--- config.mk ---
export PLATFORM = sky130hd
export DESIGN_NAME = lsu_top
export DESIGN_NICKNAME = d
export VERILOG_FILES = /design/src/verilog/lsu_pkg.sv /design/src/verilog/lsu_access.sv /design/src/verilog/lsu_decode.sv /design/src/verilog/lsu_result.sv /design/src/verilog/lsu_top.sv
export VERILOG_INCLUDE_DIRS = /design/src /design/src/include
export SDC_FILE = /design/constraint.sdc
export NUM_CORES = 1
export LEC_CHECK = 0
export ABC_AREA = 1
export BUFFER_PORTS_ARGS = -buffer_cell sky130_fd_sc_hd__buf_2
export CAP_MARGIN = 20
export CORE_UTILIZATION = 49
export DETAILED_ROUTE_END_ITERATION = 7
export PLACE_DENSITY_LB_ADDON = 0.25
export SYNTH_ARGS = -nofsm -noshare
export SYNTH_HDL_FRONTEND = slang
export SYNTH_SLANG_ARGS = --single-unit
--- constraint.sdc ---
create_clock -name i_clk -period 5.7 [get_ports i_clk]
set_input_delay 0.57 -clock i_clk [delete_from_list [all_inputs] [get_ports i_clk]]
set_output_delay 0.57 -clock i_clk [all_outputs]
set_load 0.1 [all_outputs]
--- src/include/lsu_settings.svh ---
`ifndef LSU_SETTINGS_SVH
`define LSU_SETTINGS_SVH

// ========================================
// Load/store unit widths
// ========================================

`define LSU_XLEN        32      // Data word and address width
`define LSU_RD_W        5       // Destination register tag
`define LSU_F3_W        3       // funct3 field width

// ========================================
// Byte lane geometry and encodings
// ========================================

`define LSU_MASK_W      4       // Byte lanes per word
`define LSU_OFS_W       2       // Byte offset within a word
`define LSU_F3_SIGN_BIT 2       // Set for LBU/LHU

`endif

--- src/verilog/lsu_pkg.sv ---
`include "lsu_settings.svh"

package lsu_pkg;

    // ========================================
    // Access size, from funct3[1:0]
    // ========================================

    typedef enum logic [1:0] {
        BYTE = 2'b00,                           // LB/LBU/SB
        HALF = 2'b01,                           // LH/LHU/SH
        WORD = 2'b10                            // LW/SW, also the fallback
    } lsu_size_e;

    // ========================================
    // Memory word with two lane views
    // ========================================

    // Byte view for lane merges, halfword view for LH/LHU selection
    typedef union packed {
        logic [`LSU_MASK_W-1:0][7:0]     bytes;  // Lane 0 is the low byte
        logic [`LSU_MASK_W/2-1:0][15:0]  halves; // Half 1 is the upper 16 bits
    } mem_word_u;

endpackage

--- src/verilog/lsu_access.sv ---
`include "lsu_settings.svh"

module lsu_access
    import lsu_pkg::*;
(
    input  logic                    i_clk,          // Core clock
    input  logic                    i_rst,          // Sync reset, active high
    input  logic                    i_dmem_ready,   // Access completes this cycle
    input  logic [`LSU_XLEN-1:0]    i_dmem_rdata,   // Same-cycle read data
    input  logic                    i_acc_valid,    // Held access valid
    input  logic                    i_acc_load,     // Held access is a load
    input  logic                    i_acc_store,    // Held access is a store
    input  logic [`LSU_XLEN-1:0]    i_acc_addr,     // Word aligned address
    input  logic [`LSU_OFS_W-1:0]   i_acc_offset,   // Byte offset
    input  logic [`LSU_MASK_W-1:0]  i_acc_mask,     // Byte enables
    input  logic [`LSU_XLEN-1:0]    i_acc_data,     // Store data, lane 0 based
    output logic [`LSU_XLEN-1:0]    o_dmem_addr,    // Word aligned
    output logic                    o_dmem_ren,     // Read strobe
    output logic                    o_dmem_wen,     // Write strobe
    output logic [`LSU_MASK_W-1:0]  o_dmem_mask,    // Write byte enables
    output logic [`LSU_XLEN-1:0]    o_dmem_wdata,   // Lane shifted store data
    output mem_word_u               o_read_word     // Read word after forwarding
);

    // ========================================
    // Memory port
    // ========================================

    logic [`LSU_XLEN-1:0]   wdata;
    logic                   ren;
    logic                   wen;
    logic                   write_done;             // Store commits at this edge

    assign ren        = i_acc_valid & i_acc_load;
    assign wen        = i_acc_valid & i_acc_store;
    assign wdata      = i_acc_data << {i_acc_offset, 3'b000}; // 8 bits per offset step
    assign write_done = wen & i_dmem_ready;

    assign o_dmem_addr  = i_acc_addr;
    assign o_dmem_ren   = ren;
    assign o_dmem_wen   = wen;
    assign o_dmem_mask  = i_acc_mask;
    assign o_dmem_wdata = wdata;

    // ========================================
    // Store record for forwarding
    // ========================================

    // Memory shows a written word only one edge after commit
    logic                   rec_valid;
    logic [`LSU_XLEN-1:0]   rec_addr;
    logic [`LSU_MASK_W-1:0] rec_mask;
    mem_word_u              rec_data;               // Already lane shifted
    logic                   fwd_hit;
    mem_word_u              raw_word;
    mem_word_u              merged_word;

    always_ff @(posedge i_clk) begin
        if (i_rst) begin
            rec_valid <= 1'b0;
        end else if (write_done) begin
            rec_valid <= 1'b1;                      // Stays until next store
        end
    end

    always_ff @(posedge i_clk) begin
        if (write_done) begin
            rec_addr <= i_acc_addr;
            rec_mask <= i_acc_mask;
            rec_data <= wdata;
        end
    end

    // Same word as the last completed store
    assign fwd_hit  = ren & rec_valid & (rec_addr == i_acc_addr);
    assign raw_word = i_dmem_rdata;

    always_comb begin
        merged_word = raw_word;
        for (int lane = 0; lane < `LSU_MASK_W; lane++) begin
            if (fwd_hit && rec_mask[lane]) begin    // Recorded byte wins
                merged_word.bytes[lane] = rec_data.bytes[lane];
            end
        end
    end

    assign o_read_word = merged_word;

endmodule

--- src/verilog/lsu_decode.sv ---
`include "lsu_settings.svh"

module lsu_decode
    import lsu_pkg::*;
(
    input  logic                    i_clk,          // Core clock
    input  logic                    i_rst,          // Sync reset, active high
    input  logic                    i_valid,        // Access offered by execute
    input  logic                    i_load,         // Load instruction
    input  logic                    i_store,        // Store instruction
    input  logic [`LSU_F3_W-1:0]    i_funct3,       // Size and signedness
    input  logic [`LSU_XLEN-1:0]    i_addr,         // rs1 + imm, unaligned
    input  logic [`LSU_XLEN-1:0]    i_store_data,   // rs2 value for stores
    input  logic [`LSU_RD_W-1:0]    i_rd,           // Destination tag
    input  logic                    i_dmem_ready,   // Memory can finish access
    output logic                    o_stall,        // Hold upstream inputs
    output logic                    o_acc_valid,    // Held access valid
    output logic                    o_acc_load,     // Held access is a load
    output logic                    o_acc_store,    // Held access is a store
    output logic [`LSU_XLEN-1:0]    o_acc_addr,     // Word aligned address
    output logic [`LSU_OFS_W-1:0]   o_acc_offset,   // Byte within the word
    output logic [`LSU_MASK_W-1:0]  o_acc_mask,     // Byte enables
    output logic [`LSU_XLEN-1:0]    o_acc_data,     // Unshifted store data
    output lsu_size_e               o_acc_size,     // Decoded size
    output logic                    o_acc_unsigned, // Zero extend on load
    output logic [`LSU_RD_W-1:0]    o_acc_rd,       // Destination tag
    output logic                    o_misaligned    // Half/word off boundary
);

    // ========================================
    // Stage register
    // ========================================

    logic                   acc_valid;
    logic                   acc_load;
    logic                   acc_store;
    logic [`LSU_XLEN-1:0]   acc_addr;                   // Full address incl offset
    logic [`LSU_XLEN-1:0]   acc_data;
    logic [`LSU_F3_W-1:0]   acc_funct3;
    logic [`LSU_RD_W-1:0]   acc_rd;
    logic                   stall;
    logic                   accept;
    logic [`LSU_OFS_W-1:0]  offset;
    lsu_size_e              size;
    logic [`LSU_MASK_W-1:0] size_pattern;               // Mask before offset shift

    // Memory busy on a real access
    assign stall  = acc_valid & (acc_load | acc_store) & ~i_dmem_ready;
    assign accept = i_valid & ~stall;                   // Takes the new access

    always_ff @(posedge i_clk) begin
        if (i_rst) begin
            acc_valid <= 1'b0;
            acc_load  <= 1'b0;
            acc_store <= 1'b0;
        end else if (!stall) begin                      // Bubble if nothing offered
            acc_valid <= i_valid;
            acc_load  <= i_valid & i_load;
            acc_store <= i_valid & i_store;
        end
    end

    always_ff @(posedge i_clk) begin
        if (accept) begin                               // Payload held under stall
            acc_addr   <= i_addr;
            acc_data   <= i_store_data;
            acc_funct3 <= i_funct3;
            acc_rd     <= i_rd;
        end
    end

    // ========================================
    // Access decode
    // ========================================

    assign offset = acc_addr[`LSU_OFS_W-1:0];

    always_comb begin
        case (acc_funct3[1:0])
            2'b00:   size = BYTE;
            2'b01:   size = HALF;
            default: size = WORD;                       // 2'b11 falls back to word
        endcase
    end

    always_comb begin
        case (size)
            BYTE:    size_pattern = `LSU_MASK_W'(1);    // 0001
            HALF:    size_pattern = `LSU_MASK_W'(3);    // 0011
            default: size_pattern = {`LSU_MASK_W{1'b1}};
        endcase
    end

    // Only reported, the access still goes out
    assign o_misaligned = acc_valid & (acc_load | acc_store) &
                          (((size == HALF) & offset[0]) |
                           ((size == WORD) & (offset != '0)));

    assign o_stall        = stall;
    assign o_acc_valid    = acc_valid;
    assign o_acc_load     = acc_load;
    assign o_acc_store    = acc_store;
    assign o_acc_addr     = {acc_addr[`LSU_XLEN-1:`LSU_OFS_W], {`LSU_OFS_W{1'b0}}};
    assign o_acc_offset   = offset;
    assign o_acc_mask     = size_pattern << offset; // Upper lanes drop off the top
    assign o_acc_data     = acc_data;
    assign o_acc_size     = size;
    assign o_acc_unsigned = acc_funct3[`LSU_F3_SIGN_BIT];
    assign o_acc_rd       = acc_rd;

endmodule

--- src/verilog/lsu_result.sv ---
`include "lsu_settings.svh"

module lsu_result
    import lsu_pkg::*;
(
    input  mem_word_u               i_read_word,    // Forwarded read word
    input  lsu_size_e               i_acc_size,     // Access size
    input  logic                    i_acc_unsigned, // Zero extend
    input  logic [`LSU_OFS_W-1:0]   i_acc_offset,   // Byte offset
    input  logic                    i_acc_valid,    // Held access valid
    input  logic                    i_acc_load,     // Held access is a load
    input  logic [`LSU_RD_W-1:0]    i_acc_rd,       // Destination tag
    input  logic                    i_misaligned,   // From decode
    output logic                    o_valid,        // Result cycle valid
    output logic                    o_load,         // Result is a load
    output logic [`LSU_RD_W-1:0]    o_rd,           // Tag for writeback
    output logic [`LSU_XLEN-1:0]    o_load_data,    // Extended load value
    output logic                    o_misaligned    // Misaligned access flag
);

    // ========================================
    // Lane select and extension
    // ========================================

    logic [7:0]             lane_byte;
    logic [15:0]            lane_half;
    logic                   ext_byte;           // Fill bit for byte loads
    logic                   ext_half;           // Fill bit for halfword loads
    logic [`LSU_XLEN-1:0]   load_data;

    assign lane_byte = i_read_word.bytes[i_acc_offset];
    assign lane_half = i_read_word.halves[i_acc_offset[`LSU_OFS_W-1]]; // Upper bit picks

    assign ext_byte = ~i_acc_unsigned & lane_byte[7];
    assign ext_half = ~i_acc_unsigned & lane_half[15];

    always_comb begin
        case (i_acc_size)
            BYTE:    load_data = {{(`LSU_XLEN-8){ext_byte}}, lane_byte};
            HALF:    load_data = {{(`LSU_XLEN-16){ext_half}}, lane_half};
            default: load_data = i_read_word;   // LW and unlisted funct3
        endcase
    end

    // ========================================
    // Result fields
    // ========================================

    assign o_valid      = i_acc_valid;
    assign o_load       = i_acc_load;
    assign o_rd         = i_acc_rd;
    assign o_load_data  = load_data;
    assign o_misaligned = i_misaligned;

endmodule

--- src/verilog/lsu_top.sv ---
`include "lsu_settings.svh"

module lsu_top
    import lsu_pkg::*;
(
    input  logic                    i_clk,          // Core clock
    input  logic                    i_rst,          // Sync reset, active high
    input  logic                    i_valid,        // Access from execute
    input  logic                    i_load,         // Load instruction
    input  logic                    i_store,        // Store instruction
    input  logic [`LSU_F3_W-1:0]    i_funct3,       // Size and signedness
    input  logic [`LSU_XLEN-1:0]    i_addr,         // rs1 + imm
    input  logic [`LSU_XLEN-1:0]    i_store_data,   // rs2 value
    input  logic [`LSU_RD_W-1:0]    i_rd,           // Destination tag
    output logic                    o_stall,        // Upstream must hold
    output logic [`LSU_XLEN-1:0]    o_dmem_addr,    // Word aligned address
    output logic                    o_dmem_ren,     // Read strobe
    output logic                    o_dmem_wen,     // Write strobe
    output logic [`LSU_MASK_W-1:0]  o_dmem_mask,    // Byte enables
    output logic [`LSU_XLEN-1:0]    o_dmem_wdata,   // Shifted store data
    input  logic [`LSU_XLEN-1:0]    i_dmem_rdata,   // Same-cycle read data
    input  logic                    i_dmem_ready,   // Memory ready
    output logic                    o_valid,        // Result valid
    output logic                    o_load,         // Result is a load
    output logic [`LSU_RD_W-1:0]    o_rd,           // Result tag
    output logic [`LSU_XLEN-1:0]    o_load_data,    // Formatted load data
    output logic                    o_misaligned    // Misaligned flag
);

    // ========================================
    // Stage to stage wiring
    // ========================================

    logic                   acc_valid;
    logic                   acc_load;
    logic                   acc_store;
    logic [`LSU_XLEN-1:0]   acc_addr;
    logic [`LSU_OFS_W-1:0]  acc_offset;
    logic [`LSU_MASK_W-1:0] acc_mask;
    logic [`LSU_XLEN-1:0]   acc_data;
    lsu_size_e              acc_size;
    logic                   acc_unsigned;
    logic [`LSU_RD_W-1:0]   acc_rd;
    logic                   acc_misaligned;
    mem_word_u              read_word;          // After store forwarding

    lsu_decode decode_i (
        .i_clk          (i_clk),
        .i_rst          (i_rst),
        .i_valid        (i_valid),
        .i_load         (i_load),
        .i_store        (i_store),
        .i_funct3       (i_funct3),
        .i_addr         (i_addr),
        .i_store_data   (i_store_data),
        .i_rd           (i_rd),
        .i_dmem_ready   (i_dmem_ready),
        .o_stall        (o_stall),
        .o_acc_valid    (acc_valid),
        .o_acc_load     (acc_load),
        .o_acc_store    (acc_store),
        .o_acc_addr     (acc_addr),
        .o_acc_offset   (acc_offset),
        .o_acc_mask     (acc_mask),
        .o_acc_data     (acc_data),
        .o_acc_size     (acc_size),
        .o_acc_unsigned (acc_unsigned),
        .o_acc_rd       (acc_rd),
        .o_misaligned   (acc_misaligned)
    );

    lsu_access access_i (
        .i_clk          (i_clk),
        .i_rst          (i_rst),
        .i_dmem_ready   (i_dmem_ready),
        .i_dmem_rdata   (i_dmem_rdata),
        .i_acc_valid    (acc_valid),
        .i_acc_load     (acc_load),
        .i_acc_store    (acc_store),
        .i_acc_addr     (acc_addr),
        .i_acc_offset   (acc_offset),
        .i_acc_mask     (acc_mask),
        .i_acc_data     (acc_data),
        .o_dmem_addr    (o_dmem_addr),
        .o_dmem_ren     (o_dmem_ren),
        .o_dmem_wen     (o_dmem_wen),
        .o_dmem_mask    (o_dmem_mask),
        .o_dmem_wdata   (o_dmem_wdata),
        .o_read_word    (read_word)
    );

    lsu_result result_i (
        .i_read_word    (read_word),
        .i_acc_size     (acc_size),
        .i_acc_unsigned (acc_unsigned),
        .i_acc_offset   (acc_offset),
        .i_acc_valid    (acc_valid),
        .i_acc_load     (acc_load),
        .i_acc_rd       (acc_rd),
        .i_misaligned   (acc_misaligned),
        .o_valid        (o_valid),
        .o_load         (o_load),
        .o_rd           (o_rd),
        .o_load_data    (o_load_data),
        .o_misaligned   (o_misaligned)
    );

endmodule
==> results.py <==
metrics = {
    "synth": {
        "synthSimpleGateAreaFrac_pct": 27.3,
        "yosysUniqueCellTypes": 33,
        "yosysSeqAreaShare_pct": 58.1,
        "synthTopCellsByCount": "nand2_1 (250), edfxtp_1 (138), inv_1 (113), nor2_1 (79), nand3_1 (61)",
        "ys_warn_count": 0,
        "yosysMostFrequentCell": "nand2_1",
        "ys_ff_latch": 142,
        "synthMuxAreaShare_pct": 0,
        "synth_compound_area_share_pct": 5.84,
        "ys.flop_type": "edfxtp_1",
        "synth_fa_ha_area_share_pct": 0,
        "synth_area_leader_cell": "edfxtp_1",
        "synth_area_leaders": "edfxtp_1 (57%), nand2_1 (13%), inv_1 (5.8%)",
        "syn_avg_cell_area_sq_um": 9.01,
        "netlist_instances": 807,
        "synth_xor_area_share_pct": 0.482,
        "syn_area_sq_um": 7270,
        "synth_edf_count": 138,
        "async_reset_ff_share_pct": 0,
        "synth_top_family_by_area": "simple AND/OR/NAND/NOR gates",
        "synth_top_area_share_pct": 57.0,
    },
    "global_route": {
        "grtUsageTotal_pct": 26.6,
        "grt_max_degree": 48,
        "first_global_vias": 5714,
        "overflow": 0,
        "grt_pass1_wl_um": 29500,
        "antenna_found_initial": 0,
    },
    "cts": {
        "clk_latency_ps": 430,
        "tritoncts": "yes",
        "holdBufCountCts": 0,
        "cts_max_path_buffers": 2,
        "path_clk_slew_ps": 70,
        "h-tree-depth": 4,
        "cts_resized": 0,
        "postCtsSetupBuffers": 0,
        "numCtsBuffers": 17,
        "cts-root-buf": "clkbuf_16",
        "cts.sinks": 142,
    },
    "timing": {
        "max_freq_mhz": 256,
        "hold_ws_ps": 309,
        "finalSetupViolCount": 0,
        "fin_tns_setup_ps": 0,
        "rsz0062_at_grt": "no",
        "hold_viol_final": 0,
        "tightest_slew_ps": 1160,
        "slew_headroom_pct": 22.8,
        "drv_slew": 0,
        "fin_crit_ps": 3910,
        "post-route-period-util_pct": 68.5,
        "fin_ws_ps": 1790,
        "fin_skew_ps": 7.36,
    },
    "place": {
        "routabilityCongestion": 0.892,
        "portBuffers": 218,
        "placed_cell_area_sq_um": 8500,
        "post-place-ws_ps": 2260,
        "hpwl_um": 14600,
    },
    "final_layout": {
        "post-route-cell-area_sq_um": 9100,
        "diodes": 0,
        "nFillCells": 1275,
        "layout-drive-gt1-share_pct": 29.7,
        "register_area_sq_um": 4220,
        "nets": 1135,
        "multiInputGateArea_sq_um": 2470,
        "area_growth_pct": 25.2,
    },
    "route": {
        "routed_wl_um": 20000,
        "post-route-drc-count": 0,
        "via_per_inst": 5.12,
        "ant_nets": 0,
        "first_iter_violations": 537,
        "vias": 6258,
        "post_drt_wl_per_cell_um": 16.4,
        "dr.pass1.iters": 5,
    },
    "die": {
        "coreArea_sq_um": 14500,
        "die_h_um": 124,
        "initial_core_util_pct": 50.2,
        "num_io_pins": 221,
        "dieArea_sq_um": 15300,
        "rows": 44,
        "die_w_um": 124,
    },
    "hold_path": {
        "worst_hold_path_type": "in -> reg",
    },
    "pwr": {
        "p_leak_nw": 4.52,
        "power_mw": 3.07,
        "power.density_nw_per_um2": 338,
        "vdd_drop_max_v": 0.000262,
    },
    "job": {
        "max-cap-violations": 0,
    },
    "setup_path": {
        "worstSetupPathType": "reg -> out",
        "cp.required_ps": 5130,
        "critPathCaptureType": "primary output",
        "critPathArrivalTime_ps": 3340,
        "start_kind": "flop",
        "path_max_fanout": 18,
    },
    "status": {
        "status": "finished, final reports clean",
    },
}
critical path: stages (launching register included):
cell and delay (ps):
edfxtp_1 450, nand2_1 100, nand2_1 100, nor2_1 140, nand2_1 70, nor2_1 150, nand2_2 140, nor2_8 290
nand3_2 130, nand3_2 120, nand4_2 510, nand3_1 260, buf_2 450
report_power, final:
part           switching (mW)  internal (mW)  total (mW)
sequential             0.0259           1.19        1.22
combinational           0.597          0.118       0.715
clock                   0.480          0.660        1.14
final timing paths:
check	slack, ps	from	end	cells past startpoint
setup reg to reg	2870	decode_i.o_acc_valid	decode_i.o_acc_data[29]	6
setup / recovery	1790	decode_i.acc_addr[12]	o_load_data[28]	12
hold reg to reg	500	access_i.rec_valid	access_i.rec_valid	2
hold / removal	310	i_addr[17]	decode_i.acc_addr[17]	1
cells in the final DEF, fill, tap and decap left out, types with 2 or more instances in the layout:
| cell type | count |
|---|---|
| nor2_1 | 76 |
| inv_6 | 5 |
| inv_1 | 113 |
| a21oi_1 | 24 |
| buf_4 | 5 |
| clkinv_1 | 3 |
| o211ai_2 | 2 |
| bufinv_16 | 2 |
| or2_2 | 3 |
| nand3_1 | 61 |
| dfxtp_1 | 4 |
| xnor2_1 | 3 |
| edfxtp_1 | 138 |
| nand2_1 | 250 |
| o21ai_0 | 43 |
| inv_8 | 2 |
| conb_1 | 2 |
| nor2_4 | 4 |
| buf_2 | 218 |
| clkinv_4 | 3 |
| nand2_4 | 2 |
| clkbuf_16 | 17 |
| a22oi_1 | 4 |
| o21ai_1 | 3 |
| o22ai_1 | 3 |
| nand2_2 | 6 |
| inv_2 | 3 |
| nor2_2 | 6 |
| nand3_2 | 25 |
layer usage:
layer / GRT usage [%] / part of all wire [%] / vias up
li1: - / - / 3064
met1: 37.1 / 45 / 2865
met2: 39.7 / 45 / 286
met3: 5.31 / 7.4 / 43
met4: 12.6 / 2.9 / 0
met5: 0 / 0 / -
kinds of logic after synthesis:
group / count (synthesis)
AND/OR/NAND/NOR: 438
buffers and inverters: 143
flip-flops: 142
AO/OA/AOI/OAI: 79
XOR/XNOR: 4
other: 1
layout make-up:
| type | instances | area share (%) |
|---|---|---|
| clock buffer | 17 | 4.68 |
| clock inverter | 15 | 1.95 |
| inverter | 118 | 4.87 |
| multi-input combinational | 523 | 27.1 |
| sequential | 142 | 46.4 |
| tap | 184 | 2.53 |
| timing repair buffer | 223 | 12.4 |
stage by stage:
stage / std cells / util (%)
floorplan: 808 / -
global placement: 1190 / 58.7
detailed placement: 1190 / 58.7
CTS: 1222 / 62.8
global route: 1222 / 62.8
finish: 1222 / 62.8
flip-flops by register name (all words and copies together), names as in the netlist, 3 cells and up:
name	flops
access_i.rec_addr	30
access_i.rec_data	32
access_i.rec_mask	4
decode_i.acc_addr	32
decode_i.acc_funct3	3
decode_i.o_acc_data	32
decode_i.o_acc_rd	5
Note: power is estimated with default switching activity, not from simulation.
